<file path="src/source/rv_bus_pkg.sv">
`default_nettype none

package rv_bus_pkg;

    localparam int XLEN  = 32;
    localparam int SEL_W = XLEN / 8;

    // access size, funct3 encoding of loads and stores
    typedef enum logic [2:0]
    {
        MEM_B  = 3'b000,
        MEM_H  = 3'b001,
        MEM_W  = 3'b010,
        MEM_BU = 3'b100,
        MEM_HU = 3'b101
    } mem_size_e;

    // one bus user towards the arbiter
    typedef struct packed
    {
        logic [XLEN-1:0]  adr;
        logic [XLEN-1:0]  dat;
        logic             we;
        logic [SEL_W-1:0] sel;
    } bus_req_t;

    typedef struct packed
    {
        logic             valid;
        logic [XLEN-1:2]  pc;      // word address
        logic [XLEN-1:0]  word;
    } fetch_t;

    // data access from the core, store data not yet aligned
    typedef struct packed
    {
        logic             read;
        logic             write;
        mem_size_e        size;
        logic [XLEN-1:0]  addr;
        logic [XLEN-1:0]  wdata;
    } mem_req_t;

    typedef struct packed
    {
        logic             valid;
        logic [XLEN-1:0]  data;
    } load_t;

endpackage

`default_nettype wire

</file>
<file path="src/source/rv_fetch.sv">
`timescale 1ns/1ps
`default_nettype none

module rv_fetch
#(
    parameter logic [rv_bus_pkg::XLEN-1:0] RESET_ADDR = '0
)
(
    input  logic                        i_clk,
    input  logic                        i_arst_n,
    input  logic                        i_redirect,
    input  logic [rv_bus_pkg::XLEN-1:0] i_redirect_pc,
    input  logic                        i_ack,
    input  logic [rv_bus_pkg::XLEN-1:0] i_data,
    output rv_bus_pkg::bus_req_t        o_req,
    output rv_bus_pkg::fetch_t          o_instr
);

    import rv_bus_pkg::*;

    logic [XLEN-1:0] r_pc;
    logic            r_valid;
    logic [XLEN-1:2] r_instr_pc;
    logic [XLEN-1:0] r_instr_word;

    // program counter, holds until acknowledged
    always_ff @(posedge i_clk or negedge i_arst_n)
    begin
        if (!i_arst_n)
        begin
            r_pc <= RESET_ADDR;
        end
        else if (i_redirect)
        begin
            r_pc <= i_redirect_pc;
        end
        else if (i_ack)
        begin
            r_pc <= r_pc + XLEN'(4);
        end
    end

    always_ff @(posedge i_clk or negedge i_arst_n)
    begin
        if (!i_arst_n)
        begin
            r_valid <= 1'b0;
        end
        else
        begin
            r_valid <= i_ack & ~i_redirect;   // redirect drops the word in flight
        end
    end

    always_ff @(posedge i_clk)
    begin
        if (i_ack)
        begin
            r_instr_pc   <= r_pc[XLEN-1:2];
            r_instr_word <= i_data;
        end
    end

    // always a full word read
    assign o_req.adr = r_pc;
    assign o_req.dat = '0;
    assign o_req.we  = 1'b0;
    assign o_req.sel = '1;

    assign o_instr.valid = r_valid;
    assign o_instr.pc    = r_instr_pc;
    assign o_instr.word  = r_instr_word;

endmodule

`default_nettype wire

</file>
<file path="src/source/rv_lsu.sv">
`timescale 1ns/1ps
`default_nettype none

module rv_lsu
(
    input  logic                        i_clk,
    input  logic                        i_arst_n,
    input  rv_bus_pkg::mem_req_t        i_mem_req,
    input  logic                        i_ack,
    input  logic [rv_bus_pkg::XLEN-1:0] i_data,
    output rv_bus_pkg::bus_req_t        o_req,
    output logic                        o_active,
    output rv_bus_pkg::load_t           o_load
);

    import rv_bus_pkg::*;

    mem_req_t         r_req;
    logic             r_active;
    logic             r_load_valid;
    logic [XLEN-1:0]  r_load_data;

    logic             w_accept;
    logic [1:0]       w_off;
    logic [4:0]       w_shamt;
    logic [SEL_W-1:0] w_sel;
    logic [XLEN-1:0]  w_shifted;
    logic [XLEN-1:0]  w_load_ext;

    assign w_accept = (i_mem_req.read | i_mem_req.write) & ~r_active;

    always_ff @(posedge i_clk or negedge i_arst_n)
    begin
        if (!i_arst_n)
        begin
            r_active <= 1'b0;
        end
        else if (w_accept)
        begin
            r_active <= 1'b1;
        end
        else if (i_ack)
        begin
            r_active <= 1'b0;
        end
    end

    always_ff @(posedge i_clk)
    begin
        if (w_accept)
        begin
            r_req <= i_mem_req;
        end
    end

    assign w_off   = r_req.addr[1:0];
    assign w_shamt = {w_off, 3'b000};

    // byte lanes of the access
    always_comb
    begin
        case (r_req.size)
            MEM_B, MEM_BU: w_sel = 4'b0001 << w_off;
            MEM_H, MEM_HU: w_sel = 4'b0011 << {w_off[1], 1'b0};
            default:       w_sel = 4'b1111;
        endcase
    end

    assign w_shifted = i_data >> w_shamt;

    always_comb
    begin
        case (r_req.size)
            MEM_B:   w_load_ext = {{24{w_shifted[7]}}, w_shifted[7:0]};
            MEM_H:   w_load_ext = {{16{w_shifted[15]}}, w_shifted[15:0]};
            MEM_BU:  w_load_ext = {24'd0, w_shifted[7:0]};
            MEM_HU:  w_load_ext = {16'd0, w_shifted[15:0]};
            default: w_load_ext = w_shifted;
        endcase
    end

    always_ff @(posedge i_clk or negedge i_arst_n)
    begin
        if (!i_arst_n)
        begin
            r_load_valid <= 1'b0;
        end
        else
        begin
            r_load_valid <= i_ack & r_req.read;
        end
    end

    always_ff @(posedge i_clk)
    begin
        if (i_ack)
        begin
            r_load_data <= w_load_ext;
        end
    end

    assign o_req.adr = r_req.addr;
    assign o_req.dat = r_req.wdata << w_shamt;   // store data on its byte lanes
    assign o_req.we  = r_req.write;
    assign o_req.sel = w_sel;

    assign o_active     = r_active;
    assign o_load.valid = r_load_valid;
    assign o_load.data  = r_load_data;

endmodule

`default_nettype wire

</file>
<file path="src/source/rv_bus_arbiter.sv">
`timescale 1ns/1ps
`default_nettype none

module rv_bus_arbiter
(
    input  logic                         i_clk,
    input  logic                         i_arst_n,
    input  rv_bus_pkg::bus_req_t         i_fetch_req,
    input  rv_bus_pkg::bus_req_t         i_lsu_req,
    input  logic                         i_lsu_active,
    input  logic                         i_wb_ack,
    output logic [rv_bus_pkg::XLEN-1:0]  o_wb_adr,
    output logic [rv_bus_pkg::XLEN-1:0]  o_wb_dat,
    output logic                         o_wb_we,
    output logic [rv_bus_pkg::SEL_W-1:0] o_wb_sel,
    output logic                         o_wb_stb,
    output logic                         o_wb_cyc,
    output logic                         o_fetch_ack,
    output logic                         o_lsu_ack
);

    import rv_bus_pkg::*;

    bus_req_t w_req;
    logic     r_stb_en;

    // strobe comes up one cycle after reset and stays
    always_ff @(posedge i_clk or negedge i_arst_n)
    begin
        if (!i_arst_n)
        begin
            r_stb_en <= 1'b0;
        end
        else
        begin
            r_stb_en <= 1'b1;
        end
    end

    assign w_req = i_lsu_active ? i_lsu_req : i_fetch_req;   // data first

    assign o_wb_adr = w_req.adr;
    assign o_wb_dat = w_req.dat;
    assign o_wb_we  = i_lsu_active & i_lsu_req.we;
    assign o_wb_sel = w_req.sel;
    assign o_wb_stb = r_stb_en;
    assign o_wb_cyc = r_stb_en;

    assign o_fetch_ack = i_wb_ack & ~i_lsu_active;
    assign o_lsu_ack   = i_wb_ack & i_lsu_active;

endmodule

`default_nettype wire

</file>
<file path="src/source/rv_bus_frontend.sv">
`timescale 1ns/1ps
`default_nettype none

module rv_bus_frontend
#(
    parameter logic [rv_bus_pkg::XLEN-1:0] RESET_ADDR = '0
)
(
    input  logic                         i_clk,
    input  logic                         i_arst_n,
    input  logic                         i_redirect,
    input  logic [rv_bus_pkg::XLEN-1:0]  i_redirect_pc,
    input  rv_bus_pkg::mem_req_t         i_mem_req,
    input  logic [rv_bus_pkg::XLEN-1:0]  i_wb_dat,
    input  logic                         i_wb_ack,
    output logic [rv_bus_pkg::XLEN-1:0]  o_wb_adr,
    output logic [rv_bus_pkg::XLEN-1:0]  o_wb_dat,
    output logic                         o_wb_we,
    output logic [rv_bus_pkg::SEL_W-1:0] o_wb_sel,
    output logic                         o_wb_stb,
    output logic                         o_wb_cyc,
    output rv_bus_pkg::fetch_t           o_instr,
    output rv_bus_pkg::load_t            o_load,
    output logic                         o_mem_busy
);

    import rv_bus_pkg::*;

    bus_req_t w_fetch_req;
    bus_req_t w_lsu_req;
    logic     w_lsu_active;
    logic     w_fetch_ack;
    logic     w_lsu_ack;

    rv_fetch
    #(
        .RESET_ADDR     (RESET_ADDR)
    )
    u_fetch
    (
        .i_clk          (i_clk),
        .i_arst_n       (i_arst_n),
        .i_redirect     (i_redirect),
        .i_redirect_pc  (i_redirect_pc),
        .i_ack          (w_fetch_ack),
        .i_data         (i_wb_dat),
        .o_req          (w_fetch_req),
        .o_instr        (o_instr)
    );

    rv_lsu
    u_lsu
    (
        .i_clk          (i_clk),
        .i_arst_n       (i_arst_n),
        .i_mem_req      (i_mem_req),
        .i_ack          (w_lsu_ack),
        .i_data         (i_wb_dat),
        .o_req          (w_lsu_req),
        .o_active       (w_lsu_active),
        .o_load         (o_load)
    );

    assign o_mem_busy = w_lsu_active;

    rv_bus_arbiter
    u_arbiter
    (
        .i_clk          (i_clk),
        .i_arst_n       (i_arst_n),
        .i_fetch_req    (w_fetch_req),
        .i_lsu_req      (w_lsu_req),
        .i_lsu_active   (w_lsu_active),
        .i_wb_ack       (i_wb_ack),
        .o_wb_adr       (o_wb_adr),
        .o_wb_dat       (o_wb_dat),
        .o_wb_we        (o_wb_we),
        .o_wb_sel       (o_wb_sel),
        .o_wb_stb       (o_wb_stb),
        .o_wb_cyc       (o_wb_cyc),
        .o_fetch_ack    (w_fetch_ack),
        .o_lsu_ack      (w_lsu_ack)
    );

endmodule

`default_nettype wire

</file>
<file path="config.mk">
export PLATFORM = sky130hd
export DESIGN_NAME = rv_bus_frontend
export DESIGN_NICKNAME = d
export VERILOG_FILES = /design/src/source/rv_bus_pkg.sv /design/src/source/rv_fetch.sv /design/src/source/rv_lsu.sv /design/src/source/rv_bus_arbiter.sv /design/src/source/rv_bus_frontend.sv
export SDC_FILE = /design/constraint.sdc
export NUM_CORES = 1
export LEC_CHECK = 0
export ABC_AREA = 1
export BUFFER_PORTS_ARGS = -buffer_cell sky130_fd_sc_hd__clkbuf_2
export CAP_MARGIN = 5
export CELL_PAD_IN_SITES_DETAIL_PLACEMENT = 0
export CELL_PAD_IN_SITES_GLOBAL_PLACEMENT = 1
export CORE_MARGIN = 4
export CORE_UTILIZATION = 38
export DETAILED_ROUTE_END_ITERATION = 10
export GPL_ROUTABILITY_DRIVEN = 0
export GPL_TIMING_DRIVEN = 0
export PLACE_DENSITY_LB_ADDON = 0.1
export SETUP_SLACK_MARGIN = 0.4
export SKIP_LAST_GASP = 1
export SLEW_MARGIN = 20
export SYNTH_ARGS = -nofsm -noshare
export SYNTH_HDL_FRONTEND = slang
export SYNTH_SLANG_ARGS = --single-unit
</file>
<file path="constraint.sdc">
create_clock -name i_clk -period 6.2 [get_ports i_clk]
set_input_delay 0.31 -clock i_clk [delete_from_list [all_inputs] [get_ports i_clk]]
set_output_delay 0.31 -clock i_clk [all_outputs]
set_load 0.01 [all_outputs]
</file>
## Word level (Yosys, flattened, before mapping)

Cells that the tools add are included.
W data, S select, Z words.

- Bitwise gates (word level): 9
- Reduce and logical (&&, ||, !) cells: 5
- Shifts and indexed selects: 4
- Add/sub/neg operators: 1
- Equal/unequal tests: 3
- Muxes and demuxes: 7

Operator list:

| operator | number |
|---|---|
| $pmux W32 S4 | 1 |
| $mux W69 | 1 |
| $mux W32 | 2 |
| $add A32 B3 Y32 const B | 1 |
| $shl A32 B5 Y32 | 1 |
| $shr A32 B5 Y32 | 1 |
| $pmux W4 S2 | 1 |
| $and A1 B1 Y1 | 6 |
| $eq A3 B3 Y1 const B | 2 |
| $reduce_bool A2 Y1 | 2 |
| $reduce_or A2 Y1 | 2 |
| $shl A1 B2 Y4 const A | 1 |
| $shl A2 B2 Y4 const A | 1 |
| $eq A3 B1 Y1 const B | 1 |
| $logic_not A3 Y1 | 1 |
| $mux W1 | 2 |
| $not A1 Y1 | 2 |
| $or A1 B1 Y1 | 1 |

- Bits in registers: 199
- Output and inout port bits: 168
- Bits of input ports: 137
- Logic and storage cells: 42

## Depth between registers and ports, before layout

Gate-level depths: netlist (run 1).

- Depth in word-level cells: 4
- Gate-level depth with buffers: 10
- Mapped depth without buffers: 10

## Hierarchy

A second synthesis (run 1) with hierarchy kept.

- Cells, all modules: 1,068
- Area total of the unflattened synthesis: 10,030.9 µm²

Modules (own cells, without submodules):

| module | sequential area each (µm²) | times used | area each (µm²) | cells each |
|---|---|---|---|---|
| rv_lsu | 3,083.0 | 1 | 4,707.0 | 408 |
| rv_fetch | 2,687.6 | 1 | 4,400.5 | 431 |
| rv_bus_arbiter | 25.0 | 1 | 923.4 | 229 |

## Worst setup path after synthesis (run 1)

No wires, ideal clock.

- Path type: register to register
- Start point: register u_lsu.r_active (netlist: u_lsu.o_active)
- End point: register u_lsu.r_req (netlist bit u_lsu.o_req[37]), enable pin
- Clock period less this slack: 4.661 ns
- Buffers on the path: 2
- Data arrival time: 4.142 ns
- Required time: 5.681 ns
- Stages on the path, launching flop included: 4
- Path slack: 1.539 ns
- Setup time: 0.519 ns
- Cells stage by stage: dfrtp_1 buf_4 clkbuf_1 a21oi_1

- Word-level cells in the longest chain between the ends: 2

RTL lines:

| element | RTL line | RTL |
|---|---|---|
| from (decl) | rv_lsu.sv:19 | `logic r_active;` |
| from (signal assigned) | rv_lsu.sv:36 | `r_active <= 1'b0;` |
| from (signal assigned) | rv_lsu.sv:40 | `r_active <= 1'b1;` |
| from (signal assigned) | rv_lsu.sv:44 | `r_active <= 1'b0;` |
| $not A1 Y1 | rv_lsu.sv:30 | `assign w_accept = (i_mem_req.read \| i_mem_req.write) & ~r_active;` |
| $and A1 B1 Y1 | rv_lsu.sv:30 |  |
| named net u_lsu.w_accept | rv_lsu.sv:23 | `logic w_accept;` |
| to (signal assigned) | rv_lsu.sv:52 | `r_req <= i_mem_req;` |
| to (decl) | rv_lsu.sv:18 | `mem_req_t r_req;` |

The timed path passes the listed nets, and every way through them passes these cells.
A chain may end at the register's enable or synchronous reset.

## Worst setup path in the final report (run 1)

- Start point: register u_lsu.r_req (netlist bit u_lsu.o_req[38])
- End point: output o_wb_dat[12] (netlist bit)

- Word-level cells in the longest chain between the ends: 2

RTL lines:

| element | RTL line | RTL |
|---|---|---|
| $shl A32 B5 Y32 | rv_lsu.sv:103 | `assign o_req.dat = r_req.wdata << w_shamt;` |
| $mux W69 | rv_bus_arbiter.sv:40 | `assign w_req = i_lsu_active ? i_lsu_req : i_fetch_req;` |
| to (decl) | rv_bus_frontend.sv:17 | `output logic [rv_bus_pkg::XLEN-1:0] o_wb_dat,` |

No other way between the ends.

==> results.yml, run 1 <==
critical_path:
  crit_type: "flop to output port"
  critPathRequiredTime_ns: 5.89
  crit_path_frequent_cell: "buf_2"
  start_kind: "flop"
  crit_path_max_fanout: 10
  critPathBufInv: 5
  cp_data_arrival_time_ns: 2.13
  slowest_stage: "edfxtp_1"
  worstSetupStartpoint: "u_lsu.o_req[38]"
  cp_cell_sequence: "buf_2 > buf_2 > nor2_1 > inv_1 > buf_2 > nor2_1 > clkbuf_2"
  r2r_slack_ns: 4.14
  endpoint_kind: "output port"
  path_depth: 7
  reg2reg_to: "u_fetch.r_pc[13]"
  slowest_delay_ns: 0.35
  r2r-start: "u_lsu.o_active"
  critPathTopFamily: "buffers and inverters"
  crit_end: "o_wb_dat[12]"
  r2r_cells: 9
synthesis:
  yosysSeqAreaShare_pct: 65.10
  synth_top_family_by_area: "simple AND/OR/NAND/NOR gates"
  synthAdderAreaFrac_pct: 0.1405
  synth_area_sq_um: 8902
  ys_warn_count: 0
  syn_avg_cell_area_sq_um: 10.23
  synthSimpleGateAreaFrac_pct: 20.39
  synthTopCellsByArea: "edfxtp_1 55%, nand2_1 11%, dfrtp_1 10%"
  synth_mux_area_share_pct: 0
  synth-xor-area-share_pct: 0.8855
  syn-num-nets: 1008
  synth.ff_latch_count: 199
  async_flop_share_pct: 18.09
  synth_top_area_share_pct: 54.98
  syn_inst: 870
  synth_compound_area_share_pct: 8.025
  synth_top_area_cell: "edfxtp_1"
  synth_cell_type_count: 38
  synth_edf_count: 163
  synth_ff_type: "edfxtp_1"
power:
  ir_drop_uv: 164.1
  leakagePower_uw: 0.005176
  power.density_nw_per_um2: 281.8
placed_design:
  dp.cells: 1491
  place_ws_ns: 4.127
  place_area_sq_um: 10940
  numPortBuffers: 304
  dpl.hpwl_mm: 21.24
clock_tree:
  root_buffer: "clkbuf_16"
  clockBufferDepth: 2
  htreeDepth: 4
  cts-resized-gates: 0
  cts_tree: "built"
  cts_made_buffers: 17
  hold_buffers: 0
  path_clk_slew_ns: 0.08
  clock_latency_ns: 0.44
  post_cts_buffers: 0
  numClockSinks: 199
finish:
  fin_area_sq_um: 11480
  layout-drive-gt1-share_pct: 32.98
  fin_nets: 1335
  final_cell_mix: "303 x clkbuf_2, 258 x nand2_1, 163 x edfxtp_1"
  area_growth_pct: 29.01
  fin_cells: 1524
  final_common_cell: "clkbuf_2"
sta:
  skew_ns: 0.01317
  worstMarginPinSlew_ns: 0.9406
  slew_headroom_pct: 37.30
  finalCriticalPeriod_ns: 2.436
  worst_slack_ns: 3.764
  finalSetupTns_ns: 0
  hold_viol: 0
  rsz0062_at_grt: "false"
  finalCritPeriodShare_pct: 39.29
  fmaxAchievable_ghz: 0.4105
  setup_viol: 0
  drv_slew: 0
  worst_hold_slack_ns: 0.008812
grt:
  grt_start_max_net_pins: 50
  grt_usage_pct: 21.54
  grt_pass1_vias: 7372
  grt_pass1_wl_mm: 43.02
  gr-total-overflow: 0
  grt_antenna_before_repair: 2
route:
  vias_per_cell: 4.833
  highest_layer: "met5"
  wl_met2_mm: 12.41
  totalWireLength_mm: 27.94
  drc_errors: 0
  drtAntennaViolNets: 0
  wl_met1_mm: 12.92
  routed-wl-met3_mm: 2.159
  wl_per_cell_microns: 18.33
  drt_iter0_drc: 582
  firstDrtPassIters: 5
  via_count: 7365
floorplanning:
  dieArea_sq_um: 25940
  die_w_microns: 161.1
  rows: 55
  die_h_microns: 161.1
  core_sq_um: 22850
  start_util_pct: 38.96
  io_pins: 305
min_path:
  hp-class: "input port to async pin"
run_status:
  status: "finished clean"
job:
  drv_cap: 0
-- logic make-up (layout without fill, tap and decap cells) --
family                   count (synthesis)  count (layout)
buffers and inverters                  110             450
AND/OR/NAND/NOR                        426             426
XOR/XNOR                                 9               9
AO/OA/AOI/OAI                          124             124
flip-flops                             199             199
other                                    1               2
adder cells (fa/ha/maj)                  1               1
-- worst min path at each step --
stage	slack, ns	to	depth (start not counted)
3_5_place_dp	0.46	u_fetch.r_instr_pc[30]	0
5_1_grt	0.02	u_lsu.r_req[11]	1
4_1_cts	0.03	u_lsu.o_req[41]	1
6_report	0.009	u_fetch.r_pc[25]	1
3_3_place_gp	0.46	u_fetch.r_instr_pc[31]	0
2_1_floorplan	0.01	u_arbiter.o_wb_cyc	0
-- worst register-to-register path, cell delays in order, from the launching register on --
cell	delay [ns]
dfrtp_1	0.38
buf_4	0.19
inv_4	0.10
nand2_4	0.11
inv_4	0.27
buf_16	0.30
nor2_4	0.13
inv_2	0.20
o21ai_0	0.10
o21bai_1	0.15
-- per-layer routing --
metal | vias up | GRT usage (%)
met3 | 29 | 5.461
li1 | 3612 | -
met1 | 3425 | 30.90
met4 | 2 | 5.622
met2 | 297 | 32.90
met5 | - | 0
-- power by group --
part           internal, uW  switching [uW]
sequential             1570            63.1
combinational           195             347
clock                   524             535
total                  2290             945
-- area by class of cell --
class / count / area (sq um)
Antenna cell: 1 / 2.502
Buffer: 39 / 210.2
Clock buffer: 18 / 429.2
Clock inverter: 14 / 113.9
Fill cell: 2243 / 11360
Inverter: 71 / 274.0
Multi-Input combinational cell: 561 / 2636
Sequential cell: 199 / 5796
Tap cell: 313 / 391.6
Timing Repair Buffer: 308 / 1632
-- stage by stage --
stage / utilization (%) / total power [uW]
2_1_floorplan: - / 1937
3_3_place_gp: 47.34 / 2201
3_5_place_dp: 47.88 / 2212
4_1_cts: 50.26 / 3263
5_1_grt: 50.27 / 3384
6_report: 50.27 / 3237
-- Yosys cell counts (2+ instances only) --
master,instances
xnor2_1,2
a22oi_1,13
buf_4,8
nand3b_1,2
o22ai_1,5
o21ai_1,2
a2bb2oi_1,4
inv_1,62
dfrtp_1,36
o21ai_0,61
inv_2,7
nand3_2,3
buf_2,15
nor2_2,2
a221oi_1,2
buf_6,2
nand3_1,63
a31oi_1,11
a21oi_1,19
o211ai_1,5
or2_2,5
inv_4,2
nor2_4,7
xor2_1,7
nand2_1,258
edfxtp_1,163
nor2_1,77
nand2_2,4
clkbuf_1,14
-- registers in the layout, indices dropped and copies added, names as in the netlist --
signal,count
u_fetch.r_instr_word,32
u_lsu.r_req,36
u_lsu.r_load_data,32
u_fetch.r_instr_pc,30
u_lsu.o_req,33
u_arbiter.o_wb_cyc,1
u_fetch.r_valid,1
u_lsu.o_active,1
u_fetch.r_pc,32
u_lsu.r_load_valid,1
Power figures use the tool's default switching activity.
==> inputs of run 2 (changes only) <==
Settings changed: CORE_UTILIZATION 38 to 34.
Clock period 6.2 ns to 2.05 ns, I/O delays scaled along.
==> run 2 against run 1 <==
Effect of this change: sequential cell count unchanged; design area is 38% higher; clock power rose to 3.3 times the previous value; power rose to 3.6 times the previous value; final cell count up 16%; non-clock buffer count rose by 231; largest cell class unchanged; core utilization increased by 12 points; combinational power rose to 5.7 times the previous value; register-to-register slack lost 3.9 ns; sequential share of layout area decreased by 14 points; clock skew about the same.
==> results.yml, run 2 (synthesis gave the netlist of run 1 again) <==
critical_path:
  cp_cell_sequence: "buf_6 > buf_6 > buf_8 > nor2_2 > inv_1 > a31oi_2 > clkbuf_2"
  critPathRequiredTime_ns: 1.95
  crit_type: "flop to output port"
  slowest_stage: "edfxtp_1"
  endpoint_kind: "output port"
  start_kind: "flop"
  crit_path_frequent_cell: "buf_6"
  crit_path_max_fanout: 6
  cp_data_arrival_time_ns: 1.88
  critPathBufInv: 5
  critPathTopFamily: "buffers and inverters"
  slowest_delay_ns: 0.43
sta:
  worstMarginPinSlew_ns: 0.9101
  slew_headroom_pct: 39.32
  rsz0062_at_grt: "true"
  worst_hold_slack_ns: 0.07763
  finalCritPeriodShare_pct: 96.52
  fmaxAchievable_ghz: 0.5054
  finalCriticalPeriod_ns: 1.979
  drv_slew: 0
  hold_viol: 0
  skew_ns: 0.01339
  worst_slack_ns: 0.07137
  setup_viol: 0
placed_design:
  dpl.hpwl_mm: 22.40
  numPortBuffers: 304
  place_ws_ns: -0.2248
finish:
  fin_util_pct: 62.09
  final_cell_mix: "247 x clkbuf_2, 205 x nand2_1, 163 x edfxtp_1"
  largest_register_ffs: 36
  layout-drive-gt1-share_pct: 47.40
  final_common_cell: "clkbuf_2"
  area_growth_pct: 77.65
  antennaDiodeCount: 0
  largest-register: "u_lsu.r_req"
  fin_nets: 1568
  num-fill-cells: 2079
floorplanning:
  io_pins: 305
  die_h_microns: 169.8
  core_sq_um: 25470
  dieArea_sq_um: 28840
  die_w_microns: 169.8
  start_util_pct: 34.95
  rows: 58
grt:
  grt_pass1_vias: 8682
  grt_usage_pct: 23.18
  gr-total-overflow: 0
  grt_pass1_wl_mm: 50.94
  grt_antenna_before_repair: 0
  grt_start_max_net_pins: 37
power:
  power.density_nw_per_um2: 729.2
  leakagePower_uw: 0.006967
  ir_drop_uv: 589.0
job:
  drv_cap: 0
clock_tree:
  root_buffer: "clkbuf_16"
  cts_made_buffers: 17
  cts_tree: "built"
  numClockSinks: 199
  clockBufferDepth: 2
  clock_latency_ns: 0.44
  path_clk_slew_ns: 0.08
  htreeDepth: 4
route:
  drtAntennaViolNets: 0
  totalWireLength_mm: 35.34
  wl_per_cell_microns: 19.93
  firstDrtPassIters: 7
  vias_per_cell: 4.898
  drt_iter0_drc: 701
  via_count: 8685
  drc_errors: 0
run_status:
  status: "finished clean"
min_path:
  hp-class: "input port to flop"
[run 2: cell count changes in the layout (fill, tap and decap cells not counted), sizes merged]
cell / delta
buf: +151
clkinvlp: -2
inv: -1
clkbuf: -55
dlygate4sd3: +134
clkinv: +6
diode: -1
[run 2: cell type report]
type	count	area [sq um]	area share, %
clock buffer	17	425.4	2.690
inverter	71	330.3	2.089
sequential	199	5811	36.74
timing repair buffer	539	4486	28.36
clock inverter	15	178.9	1.131
tap	330	412.9	2.611
buffer	39	544.3	3.441
timing repair inverter	2	17.52	0.1108
multi-input combinational	561	3610	22.82
[run 2: tightest hold or removal path, delay by kind of cell]
family,cells,cell delay (ns)
buffers and inverters,1,0.11
and+or+nand+nor,4,0.26
[run 2: what timing repair did]
| action | 4_1_cts | 5_1_grt |
|---|---|---|
| resized for setup | 251 | 283 |
| gates cloned | 21 | 2 |
| buffers inserted | 50 | 27 |
| pin swaps | 39 | 49 |
| endpoints found under the hold margin | 176 | 0 |
| hold buffers | 134 | 0 |
| setup endpoints to repair | 242 | 220 |
[run 2: final timing paths]
check	to	slack, ns	cells after the start	from
hold reg to reg	u_fetch.r_instr_pc[31]	0.50	0	u_fetch.r_pc[31]
setup / recovery	o_wb_dat[23]	0.07	7	u_lsu.o_req[37]
setup reg to reg	u_lsu.o_req[65]	0.19	9	u_lsu.o_active
hold / removal	u_fetch.r_pc[29]	0.08	5	i_redirect_pc[29]
max in group asynchronous	u_fetch.r_pc[2]	1.07	2	i_arst_n
min in group asynchronous	u_arbiter.o_wb_cyc	0.33	2	i_arst_n
[run 2: power breakdown]
part	switching, uW	internal (uW)
registers	230	4760
clock network	1800	1660
logic	1570	1520
[run 2: per-stage QoR]
step | instance area, sq um | total power, uW | TNS, ns | instances
after floorplan | 8932 | 5858 | -15.14 | 870
after global placement | 10870 | 6690 | -65.22 | 1504
after detailed placement | 10950 | 6729 | -2.511 | 1507
after CTS | 14640 | 11090 | 0 | 1744
after global routing | 15820 | 11990 | 0 | 1773
final | 15820 | 11530 | 0 | 1773
[run 2: metal layers]
| layer | share of wire, % | global-route usage, % | routed length (microns) |
|---|---|---|---|
| met1 | 44 | 33.01 | 15470 |
| met2 | 48 | 37.11 | 17030 |
| met3 | 6.7 | 4.390 | 2379 |
| met4 | 1.3 | 5.215 | 462 |
| met5 | 0 | 0 | 0 |
==> inputs of run 3 (changes only) <==
Settings changed: CORE_ASPECT_RATIO from default to 2.
==> run 3 against run 2 <==
Effect of this change: non-clock buffer count shrank 26; largest cell class unchanged; clock power shrank 2%; critical path type unchanged; sequential share of layout area increased by 1.6 points; die area rose by 0.55%; power decreased by 2.9%; worst setup slack better by 0.044 ns; sequential cell count unchanged; routed wire length increased by 4.8%.
==> results.yml, run 3 (synthesis gave the netlist of run 1 again) <==
run_status:
  status: "finished clean"
finish:
  fin_nets: 1542
  final_cell_mix: "244 x clkbuf_2, 215 x nand2_1, 163 x edfxtp_1"
  num-fill-cells: 2359
  final_common_cell: "clkbuf_2"
  area_growth_pct: 70.54
  layout-drive-gt1-share_pct: 43.68
  fin_cells: 1757
  antennaDiodeCount: 0
  largest-register: "u_lsu.r_req"
  largest_register_ffs: 36
clock_tree:
  path_clk_slew_ns: 0.07
  root_buffer: "clkbuf_16"
  numClockSinks: 199
  cts_made_buffers: 17
  clockBufferDepth: 2
  clock_latency_ns: 0.45
  cts_tree: "built"
  htreeDepth: 4
placed_design:
  numPortBuffers: 304
  dpl.hpwl_mm: 25.43
  dp.cells: 1517
critical_path:
  start_kind: "flop"
  slowest_stage: "edfxtp_1"
  crit_path_max_fanout: 7
  critPathRequiredTime_ns: 1.95
  cp_data_arrival_time_ns: 1.83
  critPathBufInv: 4
  endpoint_kind: "output port"
  cp_cell_sequence: "buf_8 > inv_4 > nor2_4 > clkbuf_16 > nand2_1 > a21oi_1 > buf_2"
  critPathTopFamily: "buffers and inverters"
  slowest_delay_ns: 0.36
  crit_type: "flop to output port"
floorplanning:
  die_h_microns: 236.8
  core_sq_um: 25750
  die_w_microns: 122.4
  dieArea_sq_um: 28990
  start_util_pct: 34.57
  rows: 83
  io_pins: 305
power:
  clkPwrFrac_pct: 30.1
  power.density_nw_per_um2: 737.7
  ir_drop_uv: 462.6
  p_sw_uw: 3230
  p_int_uw: 7970
  leakagePower_uw: 0.006642
  switching_share_pct: 28.84
  combPwrFrac_pct: 25.4
  pwr-share-seq_pct: 44.5
sta:
  hold_viol: 0
  finalCritPeriodShare_pct: 94.38
  setup_viol: 0
  fmaxAchievable_ghz: 0.5168
  skew_ns: 0.01261
  finalCriticalPeriod_ns: 1.935
  rsz0062_at_grt: "true"
  slew_headroom_pct: 52.40
  drv_slew: 0
  worstMarginPinSlew_ns: 0.7114
  worst_hold_slack_ns: 0.08452
route:
  firstDrtPassIters: 4
  vias_per_cell: 4.826
  drtAntennaViolNets: 0
  via_count: 8479
  wl_per_cell_microns: 21.07
  totalWireLength_mm: 37.03
  drt_iter0_drc: 469
  drc_errors: 0
grt:
  grt_start_max_net_pins: 37
  gr-total-overflow: 0
  grt_pass1_vias: 8804
  use_met3_pct: 3.920
  busiest_layer: "met2"
  grt_pass1_wl_mm: 52.64
  use_met2_pct: 50.72
  grt_util_met1_pct: 23.44
  grt_usage_pct: 25.31
  grt_antenna_before_repair: 0
min_path:
  hp-class: "input port to flop"
job:
  drv_cap: 0
run 3: changes by cell type in the layout (fill, tap and decap cells not counted), moves of 7 or more:
cell,previous run,this run
nand3_2,13,0
nand2_4,24,15
nand3_1,50,63
buf_6,54,35
buf_2,30,39
o21ai_4,14,5
nand2_1,205,215
buf_4,45,34
buf_12,22,15
clkinv_8,7,0
run 3: worst min-delay path, stage by stage:
cell and delay, ns:
clkbuf_2 0.15, nand2_1 0.19, nor2_1 0.05
run 3: stage by stage:
step	area [sq um]	setup slack (ns)	total power [uW]	TNS (ns)	util, %
after detailed placement	10960	-0.2517	6756	-4.477	42.57
final	15180	0.1152	11200	0	58.95
after global placement	10880	-0.9535	6718	-68.85	42.24
after floorplan	8932	-0.2194	5858	-15.14	-
after global routing	15180	0.05517	11680	0	58.95
after CTS	14500	0.08738	11030	0	56.30
run 3: area by class of cell:
cell class                      count  area (sq um)  area share, %
Clock inverter                     12         125.1         0.8241
Clock buffer                       20         446.7          2.942
Sequential cell                   199          5814          38.30
Tap cell                          340         425.4          2.802
Buffer                             39         589.3          3.882
Inverter                           71         325.3          2.143
Timing Repair inverter              2         17.52         0.1154
Multi-Input combinational cell    561          3302          21.75
Timing Repair Buffer              513          4136          27.25
run 3: worst paths after layout:
kind                                       start                endpoint  slack [ns]  cells past startpoint
worst max-delay path             u_lsu.o_req[37]            o_wb_dat[29]        0.12                      7
worst min-delay path                    i_wb_ack      u_lsu.r_load_valid        0.08                      3
worst max register to register    u_lsu.o_active          u_lsu.r_req[5]        0.22                      8
worst min register to register  u_fetch.r_pc[31]  u_fetch.r_instr_pc[31]        0.49                      0
max in group asynchronous               i_arst_n         u_fetch.r_pc[8]        1.37                      2
min in group asynchronous               i_arst_n        u_fetch.r_pc[28]        0.21                      2
run 3: routing by layer:
metal / share of wire [%] / routed length (microns) / vias to the layer above
met2: 60 / 22120 / 284
met1: 32 / 11740 / 4117
met5: 0 / 0 / -
met4: 4.2 / 1564 / 0
li1: - / - / 4023
met3: 4.3 / 1602 / 55
run 3: power by group through the flow:
| stage | registers [uW] | clock network [uW] | logic [uW] |
|---|---|---|---|
| 6_report | 4980 | 3370 | 2850 |
| 5_1_grt | 5010 | 3620 | 3050 |
| 4_1_cts | 4960 | 3430 | 2630 |
| 3_5_place_dp | 5040 | 0 | 1720 |
| 3_3_place_gp | 5050 | 0 | 1670 |
| 2_1_floorplan | 5050 | 0 | 811 |
run 3: repair_timing:
item,4_1_cts,5_1_grt
gates resized for setup,263,190
setup endpoints to repair,251,218
hold buffers,134,0
pin swaps,33,25
cloned,17,3
hold endpoints to repair,177,0
buffers inserted,40,14
